[config.mk]
export PLATFORM = sky130hd
export DESIGN_NAME = uart_axi_bridge
export DESIGN_NICKNAME = d
export VERILOG_FILES = /design/src/uart_bridge_pkg.sv /design/src/uart_rx.sv /design/src/uart_tx.sv /design/src/cmd_parser.sv /design/src/axi_lite_master.sv /design/src/reply_formatter.sv /design/src/uart_axi_bridge.sv
export SDC_FILE = /design/constraint.sdc
export NUM_CORES = 1
export LEC_CHECK = 0
export BUFFER_PORTS_ARGS = -buffer_cell sky130_fd_sc_hd__buf_4
export CAP_MARGIN = 5
export CORE_UTILIZATION = 51
export DETAILED_ROUTE_END_ITERATION = 6
export PLACE_DENSITY = 0.78
export SLEW_MARGIN = 20
export SYNTH_ARGS = -nofsm -noshare
export SYNTH_HDL_FRONTEND = slang
export SYNTH_SLANG_ARGS = --single-unit
[constraint.sdc]
create_clock -name clk_i -period 14.5 [get_ports clk_i]
set_clock_uncertainty 0.15 [all_clocks]
set_input_delay 2.9 -clock clk_i [delete_from_list [all_inputs] [get_ports clk_i]]
set_output_delay 2.9 -clock clk_i [all_outputs]
set_load 0.01 [all_outputs]
[src/uart_bridge_pkg.sv]
// Shared types, ASCII constants and parameter defaults for the UART to AXI-Lite bridge
package uart_bridge_pkg;

    // ==================================================
    // Parameter defaults
    // ==================================================
    localparam int DEF_CLK_HZ         = 100_000_000;
    localparam int DEF_BAUD_RATE      = 115200;
    localparam int DEF_INIT_WAIT_BITS = 27;     // Power-up wait is 2**N - 1 clocks

    // ==================================================
    // Bus types
    // ==================================================
    typedef logic [31:0] addr_t;
    typedef logic [31:0] data_t;

    typedef enum logic {
        CMD_WRITE = 1'b0,
        CMD_READ  = 1'b1
    } cmd_kind_e;

    // Request from the parser to the bus master
    typedef struct packed {
        cmd_kind_e kind;
        addr_t     addr;
        data_t     data;    // Zero for reads
    } bus_cmd_t;

    // Master toward slave
    typedef struct packed {
        logic  awvalid;
        addr_t awaddr;
        logic  wvalid;
        data_t wdata;
        logic  arvalid;
        addr_t araddr;
    } axi_req_t;

    // Slave toward master, bready and rready are implied high
    typedef struct packed {
        logic  awready;
        logic  wready;
        logic  bvalid;
        logic  arready;
        logic  rvalid;
        data_t rdata;
    } axi_rsp_t;

    // ASCII characters of the command protocol
    localparam logic [7:0] CHAR_CR    = 8'h0D;
    localparam logic [7:0] CHAR_LF    = 8'h0A;
    localparam logic [7:0] CHAR_SPACE = 8'h20;
    localparam logic [7:0] CHAR_QUERY = 8'h3F;

endpackage

[src/uart_rx.sv]
// Serial 8-N-1 receiver, presents each received byte with a one-cycle strobe
`timescale 1ns/10ps

module uart_rx import uart_bridge_pkg::*; #(
    parameter int CLK_HZ    = DEF_CLK_HZ,
    parameter int BAUD_RATE = DEF_BAUD_RATE
) (
    input  logic       clk_i,
    input  logic       rst_i,
    input  logic       rx_i,
    output logic       byte_stb_o,
    output logic [7:0] byte_o
);
    localparam int CLKS_PER_BIT = CLK_HZ / BAUD_RATE;
    localparam int HALF_BIT     = CLKS_PER_BIT / 2;
    localparam int STOP_TICKS   = CLKS_PER_BIT + HALF_BIT;   // Mid bit 7 to end of stop
    localparam int CNT_W        = $clog2(STOP_TICKS + 1);

    typedef enum logic [1:0] {
        RX_IDLE,
        RX_START,
        RX_DATA,
        RX_STOP
    } rx_state_e;

    rx_state_e        state;
    logic [CNT_W-1:0] clk_cnt;
    logic [2:0]       bit_idx;
    logic [7:0]       shift;
    logic             rx_meta;
    logic             rx_sync;

    // Two-flop synchronizer, line idles high
    always_ff @(posedge clk_i) begin
        rx_meta <= rx_i;
        rx_sync <= rx_meta;
    end

    always_ff @(posedge clk_i) begin
        if (rst_i) begin
            state      <= RX_IDLE;
            clk_cnt    <= '0;
            bit_idx    <= '0;
            byte_stb_o <= 1'b0;
        end else begin
            byte_stb_o <= 1'b0;
            case (state)
                RX_IDLE: begin
                    clk_cnt <= '0;
                    bit_idx <= '0;
                    if (!rx_sync) state <= RX_START;   // Falling edge of start bit
                end
                RX_START: begin
                    if (clk_cnt == CNT_W'(HALF_BIT - 1)) begin
                        clk_cnt <= '0;
                        state   <= rx_sync ? RX_IDLE : RX_DATA;   // Glitch rejected
                    end else begin
                        clk_cnt <= clk_cnt + 1'b1;
                    end
                end
                RX_DATA: begin
                    if (clk_cnt == CNT_W'(CLKS_PER_BIT - 1)) begin
                        clk_cnt <= '0;
                        shift   <= {rx_sync, shift[7:1]};   // LSB first
                        bit_idx <= bit_idx + 1'b1;
                        if (bit_idx == 3'd7) state <= RX_STOP;
                    end else begin
                        clk_cnt <= clk_cnt + 1'b1;
                    end
                end
                RX_STOP: begin
                    // Leaves at the close of the stop bit
                    if (clk_cnt == CNT_W'(STOP_TICKS - 2)) begin
                        byte_stb_o <= 1'b1;
                        byte_o     <= shift;
                        state      <= RX_IDLE;
                    end else begin
                        clk_cnt <= clk_cnt + 1'b1;
                    end
                end
                default: state <= RX_IDLE;
            endcase
        end
    end

endmodule

[src/uart_tx.sv]
// Serial 8-N-1 transmitter, sends one byte per strobe and flags busy while shifting
`timescale 1ns/10ps

module uart_tx import uart_bridge_pkg::*; #(
    parameter int CLK_HZ    = DEF_CLK_HZ,
    parameter int BAUD_RATE = DEF_BAUD_RATE
) (
    input  logic       clk_i,
    input  logic       rst_i,
    input  logic       stb_i,
    input  logic [7:0] byte_i,
    output logic       tx_o,
    output logic       busy_o
);
    localparam int CLKS_PER_BIT = CLK_HZ / BAUD_RATE;
    localparam int CNT_W        = $clog2(CLKS_PER_BIT + 1);

    logic [9:0]       shift;    // Stop, data, start
    logic [3:0]       bits_left;
    logic [CNT_W-1:0] clk_cnt;

    assign busy_o = (bits_left != 4'd0);
    assign tx_o   = shift[0];

    always_ff @(posedge clk_i) begin
        if (rst_i) begin
            shift     <= '1;     // Line idles high
            bits_left <= 4'd0;
            clk_cnt   <= '0;
        end else if (!busy_o) begin
            if (stb_i) begin
                shift     <= {1'b1, byte_i, 1'b0};
                bits_left <= 4'd10;
                clk_cnt   <= '0;
            end
        end else if (clk_cnt == CNT_W'(CLKS_PER_BIT - 1)) begin
            // Next bit, ones fill in behind
            shift     <= {1'b1, shift[9:1]};
            bits_left <= bits_left - 1'b1;
            clk_cnt   <= '0;
        end else begin
            clk_cnt <= clk_cnt + 1'b1;
        end
    end

endmodule

[src/cmd_parser.sv]
// ASCII command-line parser, turns W/R lines into bus requests and ? into status strobes
`timescale 1ns/10ps

module cmd_parser import uart_bridge_pkg::*; #(
    parameter int INIT_WAIT_BITS = DEF_INIT_WAIT_BITS
) (
    input  logic       clk_i,
    input  logic       rst_i,
    input  logic       byte_stb_i,
    input  logic [7:0] byte_i,
    output logic       cmd_stb_o,
    output bus_cmd_t   cmd_o,
    output logic       status_stb_o,
    output logic       status_ready_o
);
    typedef enum logic [1:0] {
        P_IDLE,
        P_ADDR,
        P_DATA
    } parse_state_e;

    parse_state_e              state;
    logic [31:0]               acc;         // Last eight hex digits
    logic                      have_digit;
    logic [INIT_WAIT_BITS-1:0] init_cnt;
    logic                      init_done;
    logic                      is_hex;
    logic [3:0]                nib;
    logic                      is_eol;

    // ==================================================
    // Power-up wait
    // ==================================================
    assign init_done      = &init_cnt;
    assign status_ready_o = init_done;

    always_ff @(posedge clk_i) begin
        if (rst_i) init_cnt <= '0;
        else if (!init_done) init_cnt <= init_cnt + 1'b1;
    end

    // ==================================================
    // Character decode
    // ==================================================
    always_comb begin
        is_hex = 1'b1;
        nib    = 4'd0;
        if (byte_i >= "0" && byte_i <= "9") nib = 4'(byte_i - "0");
        else if (byte_i >= "a" && byte_i <= "f") nib = 4'(byte_i - "a" + 8'd10);
        else if (byte_i >= "A" && byte_i <= "F") nib = 4'(byte_i - "A" + 8'd10);
        else is_hex = 1'b0;
    end

    assign is_eol = (byte_i == CHAR_CR) || (byte_i == CHAR_LF);

    // ==================================================
    // Line FSM
    // ==================================================
    always_ff @(posedge clk_i) begin
        if (rst_i) begin
            state        <= P_IDLE;
            have_digit   <= 1'b0;
            cmd_stb_o    <= 1'b0;
            status_stb_o <= 1'b0;
        end else begin
            cmd_stb_o    <= 1'b0;
            status_stb_o <= 1'b0;
            if (byte_stb_i) begin
                case (state)
                    P_IDLE: begin
                        acc        <= '0;
                        have_digit <= 1'b0;
                        if (byte_i == "W" || byte_i == "w") begin
                            cmd_o.kind <= CMD_WRITE;
                            state      <= P_ADDR;
                        end else if (byte_i == "R" || byte_i == "r") begin
                            cmd_o.kind <= CMD_READ;
                            state      <= P_ADDR;
                        end else if (byte_i == CHAR_QUERY) begin
                            status_stb_o <= 1'b1;
                        end
                    end
                    P_ADDR: begin
                        if (is_hex) begin
                            acc        <= {acc[27:0], nib};
                            have_digit <= 1'b1;
                        end else if (byte_i == CHAR_SPACE && have_digit &&
                                     cmd_o.kind == CMD_WRITE) begin
                            cmd_o.addr <= acc;
                            acc        <= '0;
                            state      <= P_DATA;
                        end else if (is_eol && cmd_o.kind == CMD_READ) begin
                            cmd_o.addr <= acc;
                            cmd_o.data <= '0;
                            cmd_stb_o  <= init_done;   // Dropped during power-up wait
                            state      <= P_IDLE;
                        end else begin
                            state <= P_IDLE;           // Bad line, dropped silently
                        end
                    end
                    P_DATA: begin
                        if (is_hex) begin
                            acc <= {acc[27:0], nib};
                        end else if (is_eol) begin
                            cmd_o.data <= acc;
                            cmd_stb_o  <= init_done;
                            state      <= P_IDLE;
                        end else begin
                            state <= P_IDLE;
                        end
                    end
                    default: state <= P_IDLE;
                endcase
            end
        end
    end

endmodule

[src/axi_lite_master.sv]
// Single-beat AXI-Lite master, runs one write or read per accepted command
`timescale 1ns/10ps

module axi_lite_master import uart_bridge_pkg::*; (
    input  logic     clk_i,
    input  logic     rst_i,
    input  logic     cmd_stb_i,
    input  bus_cmd_t cmd_i,
    output axi_req_t axi_o,
    input  axi_rsp_t axi_i,
    output logic     rd_stb_o,
    output data_t    rd_data_o
);
    typedef enum logic [2:0] {
        M_IDLE,
        M_WR_AD,    // Address and data channels open
        M_WR_B,
        M_RD_A,
        M_RD_R
    } master_state_e;

    master_state_e state;
    logic          aw_done;
    logic          w_done;

    // A channel is finished once its valid is low or its handshake happens now
    assign aw_done = !axi_o.awvalid || axi_i.awready;
    assign w_done  = !axi_o.wvalid  || axi_i.wready;

    always_ff @(posedge clk_i) begin
        if (rst_i) begin
            state         <= M_IDLE;
            axi_o.awvalid <= 1'b0;
            axi_o.wvalid  <= 1'b0;
            axi_o.arvalid <= 1'b0;
            rd_stb_o      <= 1'b0;
        end else begin
            rd_stb_o <= 1'b0;
            case (state)
                M_IDLE: begin
                    // Commands arriving in any other state are lost
                    if (cmd_stb_i) begin
                        if (cmd_i.kind == CMD_WRITE) begin
                            axi_o.awaddr  <= cmd_i.addr;
                            axi_o.wdata   <= cmd_i.data;
                            axi_o.awvalid <= 1'b1;
                            axi_o.wvalid  <= 1'b1;
                            state         <= M_WR_AD;
                        end else begin
                            axi_o.araddr  <= cmd_i.addr;
                            axi_o.arvalid <= 1'b1;
                            state         <= M_RD_A;
                        end
                    end
                end
                M_WR_AD: begin
                    if (axi_i.awready) axi_o.awvalid <= 1'b0;
                    if (axi_i.wready) axi_o.wvalid <= 1'b0;
                    if (aw_done && w_done) state <= M_WR_B;
                end
                M_WR_B: begin
                    if (axi_i.bvalid) state <= M_IDLE;
                end
                M_RD_A: begin
                    if (axi_i.arready) begin
                        axi_o.arvalid <= 1'b0;
                        state         <= M_RD_R;
                    end
                end
                M_RD_R: begin
                    if (axi_i.rvalid) begin
                        rd_data_o <= axi_i.rdata;
                        rd_stb_o  <= 1'b1;
                        state     <= M_IDLE;
                    end
                end
                default: state <= M_IDLE;
            endcase
        end
    end

endmodule

[src/reply_formatter.sv]
// Reply formatter, queues status and read replies and feeds them as ASCII bytes to the UART
`timescale 1ns/10ps

module reply_formatter import uart_bridge_pkg::*; (
    input  logic       clk_i,
    input  logic       rst_i,
    input  logic       rd_stb_i,
    input  data_t      rd_data_i,
    input  logic       status_stb_i,
    input  logic       status_ready_i,
    input  logic       tx_busy_i,
    output logic       tx_stb_o,
    output logic [7:0] tx_byte_o
);
    logic       pend_status;
    logic [7:0] pend_letter;
    logic       pend_rd;
    data_t      pend_word;

    logic       active;       // A reply is being sent
    logic       mode_status;
    logic [7:0] letter;
    data_t      out_word;     // Shifts left one nibble per digit
    logic [3:0] byte_idx;
    logic       last_byte;
    logic [7:0] next_byte;

    function automatic logic [7:0] hex_char(input logic [3:0] n);
        if (n < 4'd10) return 8'h30 + {4'd0, n};
        return 8'h57 + {4'd0, n};    // 'a' for ten
    endfunction

    assign last_byte = mode_status ? (byte_idx == 4'd1) : (byte_idx == 4'd8);

    always_comb begin
        if (last_byte) next_byte = CHAR_LF;
        else if (mode_status) next_byte = letter;
        else next_byte = hex_char(out_word[31:28]);
    end

    always_ff @(posedge clk_i) begin
        if (rst_i) begin
            pend_status <= 1'b0;
            pend_rd     <= 1'b0;
            active      <= 1'b0;
            byte_idx    <= 4'd0;
            tx_stb_o    <= 1'b0;
        end else begin
            tx_stb_o <= 1'b0;

            if (!active) begin
                if (pend_status) begin
                    // Status goes ahead of a waiting read word
                    active      <= 1'b1;
                    mode_status <= 1'b1;
                    letter      <= pend_letter;
                    byte_idx    <= 4'd0;
                    pend_status <= 1'b0;
                end else if (pend_rd) begin
                    active      <= 1'b1;
                    mode_status <= 1'b0;
                    out_word    <= pend_word;
                    byte_idx    <= 4'd0;
                    pend_rd     <= 1'b0;
                end
            end else if (!tx_busy_i && !tx_stb_o) begin
                tx_stb_o  <= 1'b1;
                tx_byte_o <= next_byte;
                out_word  <= {out_word[27:0], 4'd0};
                byte_idx  <= byte_idx + 1'b1;
                if (last_byte) active <= 1'b0;
            end

            // New requests win over a same-cycle clear
            if (status_stb_i) begin
                pend_status <= 1'b1;
                pend_letter <= status_ready_i ? "R" : "W";
            end
            if (rd_stb_i) begin
                pend_rd   <= 1'b1;
                pend_word <= rd_data_i;   // Replaces a word not yet started
            end
        end
    end

endmodule

[src/uart_axi_bridge.sv]
// Top level of the UART to AXI-Lite debug bridge, chains receiver, parser, master, formatter, transmitter
`timescale 1ns/10ps

module uart_axi_bridge import uart_bridge_pkg::*; #(
    parameter int CLK_HZ         = DEF_CLK_HZ,
    parameter int BAUD_RATE      = DEF_BAUD_RATE,
    parameter int INIT_WAIT_BITS = DEF_INIT_WAIT_BITS
) (
    input  logic     clk_i,
    input  logic     rst_i,
    input  logic     uart_rx_i,
    output logic     uart_tx_o,
    output axi_req_t axi_o,
    input  axi_rsp_t axi_i
);
    logic       rx_stb;
    logic [7:0] rx_byte;
    logic       cmd_stb;
    bus_cmd_t   bus_cmd;
    logic       status_stb;
    logic       status_ready;
    logic       rd_stb;
    data_t      rd_data;
    logic       tx_stb;
    logic [7:0] tx_byte;
    logic       tx_busy;

    uart_rx #(.CLK_HZ(CLK_HZ), .BAUD_RATE(BAUD_RATE)) uart_rx_i0 (
        .clk_i, .rst_i,
        .rx_i       (uart_rx_i),
        .byte_stb_o (rx_stb),
        .byte_o     (rx_byte)
    );

    cmd_parser #(.INIT_WAIT_BITS(INIT_WAIT_BITS)) cmd_parser_i (
        .clk_i, .rst_i,
        .byte_stb_i     (rx_stb),
        .byte_i         (rx_byte),
        .cmd_stb_o      (cmd_stb),
        .cmd_o          (bus_cmd),
        .status_stb_o   (status_stb),
        .status_ready_o (status_ready)
    );

    axi_lite_master axi_lite_master_i (
        .clk_i, .rst_i,
        .cmd_stb_i (cmd_stb),
        .cmd_i     (bus_cmd),
        .axi_o, .axi_i,
        .rd_stb_o  (rd_stb),
        .rd_data_o (rd_data)
    );

    reply_formatter reply_formatter_i (
        .clk_i, .rst_i,
        .rd_stb_i       (rd_stb),
        .rd_data_i      (rd_data),
        .status_stb_i   (status_stb),
        .status_ready_i (status_ready),
        .tx_busy_i      (tx_busy),
        .tx_stb_o       (tx_stb),
        .tx_byte_o      (tx_byte)
    );

    uart_tx #(.CLK_HZ(CLK_HZ), .BAUD_RATE(BAUD_RATE)) uart_tx_i0 (
        .clk_i, .rst_i,
        .stb_i  (tx_stb),
        .byte_i (tx_byte),
        .tx_o   (uart_tx_o),
        .busy_o (tx_busy)
    );

endmodule

# After elaboration in Yosys (flattened, before gate mapping)
# Index checks and enable logic that the tools add are counted.
# classes
addsub	13
magnitude_cmp	7
n_eq_ne	54
n_mux	101
n_bitwise	8
reduce_logical	65
# op_table
operator	n
$mux W32	12
$mux W99	1
$pmux W32 S3	1
$mux W66	1
$mux W64	1
$pmux W32 S2	1
$mux W10	6
$pmux W11 S4	1
$mux W4	10
$ne A2 B2 Y1 const B	19
$mux W11	3
$mux W33	1
$eq A8 B7 Y1 const B	4
$mux W1	32
$reduce_and A4 Y1	8
$add A27 B1 Y27 const B	1
$reduce_and A27 Y1	1
$mux W2	12
$mux W8	3
$mux W3	7
$reduce_and A3 Y1	7
$reduce_and A5 Y1	4
$reduce_bool A2 Y1	10
$ne A2 B1 Y1 const B	9
44 further kinds	93
# word_totals
reg_bits	420
inputBits	40
output_inout_bits	100
wordCells	288

# Depth between registers and ports, before layout
# Gate-level depths: netlist of run 1.
# logic_depth
ltp_word	7
mapped_depth	9
depth_no_buf	7

# Modules after synthesis
# A second synthesis of run 1 with hierarchy kept.
# hier_totals
hier_cells	1087
area_unflattened_um2	15703.8
# modules_own_cells
module	instances	cells_each	area_per_inst_um2	seq_area_each_um2
cmd_parser	1	462	5664.2	3553.4
axi_lite_master	1	176	4262.8	3983.8
reply_formatter	1	183	3124.2	2382.3
uart_rx	1	127	1487.7	860.8
uart_tx	1	139	1164.9	460.4

# Worst setup path after synthesis of run 1
# Ideal clock, no wire load.
# synth_path
path_type	input to register
start	in rst_i
end	reg, netlist name axi_lite_master_i.axi_o[0]
arrival_ns	6.682
t_required_ns	13.837
setup_slack_ns	7.156
stages	3
n_path_buf	2
cell_sequence	clkbuf_1 clkbuf_1 nor4b_1
# synth_via
elab_chain_cells	2
# synth_lines
item	line	text
start: declaration	uart_axi_bridge.sv:10	input logic rst_i,
$not A1 Y1 (no source line)	n/a	
$reduce_and A4 Y1 (no source line)	n/a	
# No other way between the ends.
# A chain may end at the register's enable or synchronous reset.

# Worst setup path in the final report of run 1
# layout_path
start	in rst_i
end	reg cmd_parser_i.cmd_o[49] (netlist name), enable pin
# layout_via
elab_chain_cells	2
# layout_lines
item	line	text
$not A1 Y1 (no source line)	n/a	
$reduce_and A5 Y1 (no source line)	n/a	
end: declaration	cmd_parser.sv:12	output bus_cmd_t cmd_o,
# No other way between the ends.

==> flow_summary.rst, run 1 <==
.. list-table::
   :header-rows: 1

   * - Metric
     - Value
   * - Status
     - completed
   * - Antenna diode count
     - 0
   * - Highest-count cells in the layout ignoring fill and taps
     - sky130_fd_sc_hd__edfxtp_1 (315), sky130_fd_sc_hd__buf_4 (150), sky130_fd_sc_hd__dfxtp_1 (89)
   * - Most common library cell in the layout ignoring fill and taps
     - sky130_fd_sc_hd__edfxtp_1
   * - Congestion Overflow GR
     - 0
   * - Portion of netlist area occupied by mux cells
     - 3.21%
   * - Crit path required time
     - 14570 ps
   * - Number of failing hold endpoints at the final stage
     - 0
   * - Uppermost signal routing layer after detailed routing
     - met4
   * - RSZ-0062 raised after global routing
     - no
   * - Wire length on met2
     - 11.9 mm
   * - Part of the Yosys area used for sequential elements
     - 74.5%
   * - Initial cell density of the core
     - 52.1%
   * - Ys flop type
     - sky130_fd_sc_hd__edfxtp_1
   * - Clock latency reported for the late side of the worst-skew pair
     - 520 ps
   * - Type of the worst min-delay path
     - register to register
   * - Power density relative to cell area
     - 129 nW/um^2
   * - TritonCTS sink count
     - 404
   * - CTS Hold Buffers Added
     - 0
   * - Category of the critical setup timing path
     - input pin to register
   * - Cts bufs inserted
     - 38
   * - Via count of the first global-routing pass
     - 7961
   * - CTS Buffer Depth
     - 3
   * - Total iterations of the first detailed-routing run
     - 5
   * - Relative slew slack
     - 38.2%
   * - Via Count
     - 8341
   * - Number of I/O port buffers
     - 139
   * - I/O pin cnt
     - 140
   * - Crit end category
     - register
   * - Worst Max-Slew Pin Slew
     - 920 ps
   * - Highest Clock Rate
     - 227 MHz
   * - Number of storage elements in the synthesis netlist
     - 404
   * - Initial DRC count
     - 750
   * - Area enclosed by the die boundary
     - 30300 sq um
   * - DPL Wire Length
     - 15.6 mm
   * - Routability Congestion
     - 0.816
   * - Post-synthesis area per instance
     - 15.1 sq um
   * - Reported max-cap violation count
     - 0
   * - Unique cell type count in the Yosys netlist
     - 73
   * - Resize count post-CTS
     - 0
   * - DR WL/cell
     - 15.7 microns
   * - Number of remaining DRC errors
     - 0
   * - Post-Place Cell Area
     - 16600 sq um
   * - Post-Route Setup TNS
     - 0 ps
   * - Synth async-reset ratio
     - 0%
   * - Maximum fanout count along the critical path
     - 28
   * - Non-Filler Instances
     - 1567
   * - Maximum number of pins on one net before global-route repair
     - 66
   * - Post-synth EDFFs
     - 315
   * - Fill cell count
     - 2090
   * - Worst hold-check slack
     - 184 ps
   * - Critical path launch point type
     - input pin
   * - Count of warnings emitted by yosys
     - 0
   * - Leak pwr
     - 6.18 nW
   * - Clock tree from TritonCTS
     - yes
   * - First-pass GRT wire length
     - 39.8 mm
   * - Cell chosen for the clock root
     - sky130_fd_sc_hd__clkbuf_16
   * - Arrival time of data at the critical path endpoint
     - 4480 ps
   * - Max-slew violations
     - 0
   * - Final Worst Setup Slack
     - 10090 ps
   * - Pre-CTS setup slack
     - 9460 ps
   * - Overall power
     - 2.31 mW
   * - Placed cell count
     - 1501
   * - Compound-Gate Fraction of Synth Area
     - 5.37%
   * - Overall routed net length
     - 24.6 mm
   * - # nets final
     - 1216
   * - Die height
     - 174 microns
   * - Simple-gate portion of the synthesized area
     - 12.4%
   * - DR WL met3
     - 1.10 mm
   * - Clock transition at the register clock pins on the worst setup and hold paths after CTS
     - 60 ps
   * - Synthesized net count
     - 1060
   * - Worst vdd rail ir drop
     - 91.0 uV
   * - Post-layout utilization of the core
     - 61.6%
   * - H-Tree Level Count
     - 2
   * - Number of buffers added for setup after CTS
     - 0
   * - Xor and xnor fraction of the mapped netlist area
     - 1.51%
   * - Combinational family with the most area after synthesis
     - simple AND/OR/NAND/NOR gates
   * - Post-synthesis cell count
     - 1002
   * - Overall Global Routing Usage
     - 16.4%
   * - Area growth, synth to finish
     - 18.1%
   * - Antenna viol nets, final
     - 0
   * - Period Utilization, post-route
     - 30.4%
   * - Number of antenna violations at the first check in global routing
     - 0
   * - Fraction of final layout cells sized beyond drive strength 1
     - 21.6%
   * - Placeable core area
     - 28900 sq um
   * - Routed met1 length
     - 11.0 mm
   * - Total number of placement rows
     - 62
   * - Post-synthesis adder-cell area fraction
     - 1.49%
   * - Final Setup Violations
     - 0
   * - Post-route minimum period
     - 4410 ps
   * - Final instance area
     - 17800 sq um
   * - Die span in x
     - 174 microns
   * - Drt via density
     - 5.32
   * - Netlist area before placement
     - 15100 sq um
## sequential cells by signal, summed over array words and instances (netlist names), 7 cells and up, named ones only
signal / cells
axi_lite_master_i.axi_o: 99
cmd_parser_i.cmd_o: 65
axi_lite_master_i.rd_data_o: 32
cmd_parser_i.acc: 32
reply_formatter_i.out_word: 32
reply_formatter_i.pend_word: 32
cmd_parser_i.init_cnt: 27
uart_rx_i0.clk_cnt: 11
uart_tx_i0.clk_cnt: 10
uart_tx_i0.shift: 9
uart_rx_i0.byte_o: 8
uart_rx_i0.shift: 8
reply_formatter_i.tx_byte_o: 7
## cells in the mapped netlist, types with 5 or more instances
cell type | n | area (sq um)
sky130_fd_sc_hd__a311oi_1 | 7 | 61.3
sky130_fd_sc_hd__nand4_1 | 12 | 75.1
sky130_fd_sc_hd__nor2b_1 | 16 | 100
sky130_fd_sc_hd__xnor2_1 | 10 | 87.6
sky130_fd_sc_hd__a21oi_1 | 31 | 155
sky130_fd_sc_hd__buf_2 | 6 | 30.0
sky130_fd_sc_hd__a22oi_1 | 7 | 52.6
sky130_fd_sc_hd__a211o_1 | 8 | 70.1
sky130_fd_sc_hd__and3_1 | 7 | 43.8
sky130_fd_sc_hd__buf_1 | 5 | 18.8
sky130_fd_sc_hd__nor4_1 | 11 | 68.8
sky130_fd_sc_hd__nor3_1 | 20 | 100
sky130_fd_sc_hd__edfxtp_1 | 315 | 9460
sky130_fd_sc_hd__o21ai_0 | 19 | 95.1
sky130_fd_sc_hd__o31ai_1 | 5 | 37.5
sky130_fd_sc_hd__mux2_2 | 30 | 338
sky130_fd_sc_hd__nor2_1 | 89 | 334
sky130_fd_sc_hd__dfxtp_1 | 89 | 1780
sky130_fd_sc_hd__xor2_1 | 16 | 140
sky130_fd_sc_hd__nand2_1 | 43 | 161
sky130_fd_sc_hd__ha_1 | 18 | 225
sky130_fd_sc_hd__nor3b_1 | 12 | 90.1
sky130_fd_sc_hd__inv_1 | 20 | 75.1
sky130_fd_sc_hd__and2_1 | 62 | 388
sky130_fd_sc_hd__mux2i_1 | 12 | 120
sky130_fd_sc_hd__clkbuf_1 | 22 | 82.6
sky130_fd_sc_hd__nand2b_1 | 6 | 37.5
sky130_fd_sc_hd__a31oi_1 | 6 | 37.5
sky130_fd_sc_hd__nand3_1 | 17 | 85.1
sky130_fd_sc_hd__or3_1 | 8 | 50.1
## worst max-delay path, stage by stage
cell and delay (ps):
sky130_fd_sc_hd__buf_4 210, sky130_fd_sc_hd__nor2b_1 350, sky130_fd_sc_hd__nand2_1 150, sky130_fd_sc_hd__a21oi_4 600
sky130_fd_sc_hd__buf_8 250
## path summary, 6_finish.rpt
check,cells after the start,to,slack (ps),startpoint
worst min-delay path,0,uart_rx_i0.rx_sync,180,uart_rx_i0.rx_meta
worst min register to register,0,uart_rx_i0.rx_sync,180,uart_rx_i0.rx_meta
worst max register to register,7,cmd_parser_i.cmd_o[49],11450,uart_rx_i0.byte_o[0]
worst max-delay path,5,cmd_parser_i.cmd_o[49],10090,rst_i
## cell type report
type / count / area (sq um) / area share, %
clock inverters: 14 / 191 / 1.07
multi-input cells: 543 / 3660 / 20.5
inverters: 20 / 75.1 / 0.421
flip-flops and latches: 404 / 11200 / 63.1
clock buffers: 51 / 1030 / 5.79
repair buffers: 151 / 1140 / 6.40
well taps: 384 / 480 / 2.70
## power by group
part,internal [mW],leakage [nW],switching (mW)
Combinational,0.0367,2.07,0.0511
Sequential,1.24,3.52,0.00894
Clock,0.572,0.592,0.393
Total,1.85,6.18,0.453
## metal layers
metal / up-vias / GRT usage, %
met5: - / 0
met4: 0 / 4.97
met3: 42 / 2.95
met2: 212 / 27.2
met1: 4025 / 22.0
li1: 4062 / -
## cell families after synthesis
| logic type | after synthesis |
|---|---|
| multiplexers | 44 |
| adder cells (fa/ha/maj) | 18 |
| AND/OR/NAND/NOR | 337 |
| flip-flops | 404 |
| buffers and inverters | 55 |
| AO/OA/AOI/OAI | 118 |
| XOR/XNOR | 26 |
Note: power is estimated with default switching activity, not from simulation.
==> run 2: changes to the inputs <==
- clock period: 14.5 -> 4.3 ns (I/O delays scaled with it)
==> run 2 against run 1 <==
  * Hold slack worse by 8.0 ps
  * Power rose to 3.3 times the previous value
  * Clock-buffer cell count down 2
  * Wire length up 3.3%
  * Die area unchanged
  * Combinational power rose to 3.4 times the previous value
  * Clock power rose to 3.3 times the previous value
  * Sequential share of layout area up 0.051 points
  * Critical path type is now register to register
==> flow_summary.rst, run 2 (synthesized netlist as in run 1, its figures left out) <==
.. list-table::
   :header-rows: 1

   * - Metric
     - Value
   * - Arrival time of data at the critical path endpoint
     - 3120 ps (-1360 ps)
   * - Highest Clock Rate
     - 346 MHz
   * - H-Tree Level Count
     - 2 (unchanged)
   * - Post-Route Setup TNS
     - 0 ps (unchanged)
   * - Initial cell density of the core
     - 52.1% (unchanged)
   * - Cts bufs inserted
     - 39 (+2.6%)
   * - Max-slew violations
     - 0 (unchanged)
   * - Initial DRC count
     - 504 (-33%)
   * - Type of the worst min-delay path
     - register to register
   * - Status
     - completed
   * - Number of remaining DRC errors
     - 0 (unchanged)
   * - Number of antenna violations at the first check in global routing
     - 0 (unchanged)
   * - Area growth, synth to finish
     - 18.0% (about the same)
   * - TritonCTS sink count
     - 404 (unchanged)
   * - Power density relative to cell area
     - 433 nW/um^2 (+230%)
   * - Antenna diode count
     - 0 (unchanged)
   * - Critical path launch point type
     - register
   * - Max reg flops
     - 99 (unchanged)
   * - Clock latency reported for the late side of the worst-skew pair
     - 520 ps (about the same)
   * - Final Setup Violations
     - 0 (unchanged)
   * - Worst hold path cell count
     - 0 (unchanged)
   * - DR WL/cell
     - 16.2 microns (+3.0%)
   * - Largest regs
     - axi_lite_master_i.axi_o: 99 flops, cmd_parser_i.cmd_o: 65 flops
   * - DPL Wire Length
     - 16.0 mm (+3.0%)
   * - Length in cells of the worst reg-to-reg path
     - 7 (unchanged)
   * - Placeable core area
     - 28900 sq um (unchanged)
   * - Worst vdd rail ir drop
     - 319 uV (+250%)
   * - Die height
     - 174 microns (unchanged)
   * - Via count of the first global-routing pass
     - 8150 (+2.4%)
   * - Total iterations of the first detailed-routing run
     - 5 (unchanged)
   * - Maximum number of pins on one net before global-route repair
     - 65 (-1.5%)
   * - Die span in x
     - 174 microns (unchanged)
   * - # nets final
     - 1217 (+0.082%)
   * - Crit end category
     - register
   * - Reported max-cap violation count
     - 0 (unchanged)
   * - Overall routed net length
     - 25.4 mm (+3.3%)
   * - Leak pwr
     - 6.18 nW (about the same)
   * - Clock tree from TritonCTS
     - yes
   * - Post-layout utilization of the core
     - 61.5% (about the same)
   * - Fraction of final layout cells sized beyond drive strength 1
     - 21.7% (+0.096 points)
   * - First-pass GRT wire length
     - 40.9 mm (+2.7%)
   * - RSZ-0062 raised after global routing
     - no
   * - Post-route minimum period
     - 2890 ps
   * - CTS Buffer Depth
     - 3 (unchanged)
   * - Number of failing hold endpoints at the final stage
     - 0 (unchanged)
   * - Relative slew slack
     - 38.3% (+0.11 points)
   * - I/O pin cnt
     - 140 (unchanged)
   * - CTS Hold Buffers Added
     - 0 (unchanged)
   * - Routability Congestion
     - 0.865 (+5.9%)
   * - Total number of placement rows
     - 62 (unchanged)
   * - Clock transition at the register clock pins on the worst setup and hold paths after CTS
     - 60 ps (about the same)
   * - Highest-count cells in the layout ignoring fill and taps
     - sky130_fd_sc_hd__edfxtp_1 (315), sky130_fd_sc_hd__buf_4 (151), sky130_fd_sc_hd__dfxtp_1 (88)
   * - Final instance area
     - 17800 sq um (about the same)
   * - Post-Place Cell Area
     - 16600 sq um (+0.14%)
   * - Category of the critical setup timing path
     - register to register
   * - Antenna viol nets, final
     - 0 (unchanged)
   * - Overall Global Routing Usage
     - 16.7% (+0.37 points)
   * - Resize count post-CTS
     - 0 (unchanged)
   * - Worst Max-Slew Pin Slew
     - 918 ps (-1.64 ps)
   * - Final Worst Setup Slack
     - 1410 ps (-8680 ps)
   * - Largest register by flop count
     - axi_lite_master_i.axi_o
   * - Number of I/O port buffers
     - 139 (unchanged)
   * - Most common library cell in the layout ignoring fill and taps
     - sky130_fd_sc_hd__edfxtp_1
   * - Drt via density
     - 5.36 (+0.73%)
   * - Period Utilization, post-route
     - 67.1%
   * - Maximum fanout count along the critical path
     - 29 (+3.6%)
   * - Number of buffers added for setup after CTS
     - 0 (unchanged)
   * - Area enclosed by the die boundary
     - 30300 sq um (unchanged)
   * - Crit path required time
     - 4530 ps (-10040 ps)
   * - Congestion Overflow GR
     - 0 (unchanged)
   * - Pre-CTS setup slack
     - 1480 ps (-7980 ps)
   * - Via Count
     - 8423 (+0.98%)
   * - Cell chosen for the clock root
     - sky130_fd_sc_hd__clkbuf_16
-- run 2: worst max-delay path: stages (launching register included) --
cell,delay (ps)
sky130_fd_sc_hd__edfxtp_1,440
sky130_fd_sc_hd__inv_1,140
sky130_fd_sc_hd__ha_1,220
sky130_fd_sc_hd__nor3b_1,310
sky130_fd_sc_hd__nor2_1,120
sky130_fd_sc_hd__o31ai_1,420
sky130_fd_sc_hd__a22o_1,720
sky130_fd_sc_hd__and2_1,240
-- run 2: final timing paths --
path / start / to / slack (ps)
worst min-delay path: uart_rx_i0.rx_meta / uart_rx_i0.rx_sync / 180
worst min register to register: uart_rx_i0.rx_meta / uart_rx_i0.rx_sync / 180
worst max register to register: uart_rx_i0.byte_o[0] / cmd_parser_i.acc[24] / 1410
worst max-delay path: uart_rx_i0.byte_o[0] / cmd_parser_i.acc[24] / 1410
-- run 2: metal layers --
metal	GRT usage, %	part of all wire, %	wire, microns
met5	0	0	0
met1	22.0	44	11100
met4	5.23	2.0	517
met2	28.5	49	12600
met3	2.80	4.8	1220
-- run 2: through the flow --
stage	total power [mW]	cells	hold WS (ps)
global placement	4.59	1502	164
floorplan	4.52	1002	160
global route	7.98	1571	185
finish	7.71	1571	176
detailed placement	4.60	1502	165
CTS	7.78	1571	179
-- run 2: cell type report --
cell class | count | area [sq um]
well taps | 384 | 480
multi-input cells | 543 | 3670
clock buffers | 49 | 1040
fillers | 2101 | 11100
flip-flops and latches | 404 | 11200
clock inverters | 20 | 156
repair buffers | 151 | 1130
inverters | 20 | 75.1
-- run 2: where the power goes --
| group | switching [mW] | total [mW] | internal [mW] | leakage (nW) |
|---|---|---|---|---|
| combinational | 0.174 | 0.297 | 0.124 | 2.07 |
| clock | 1.34 | 3.19 | 1.84 | 0.587 |
| sequential | 0.0313 | 4.23 | 4.20 | 3.52 |
| total | 1.55 | 7.71 | 6.16 | 6.18 |
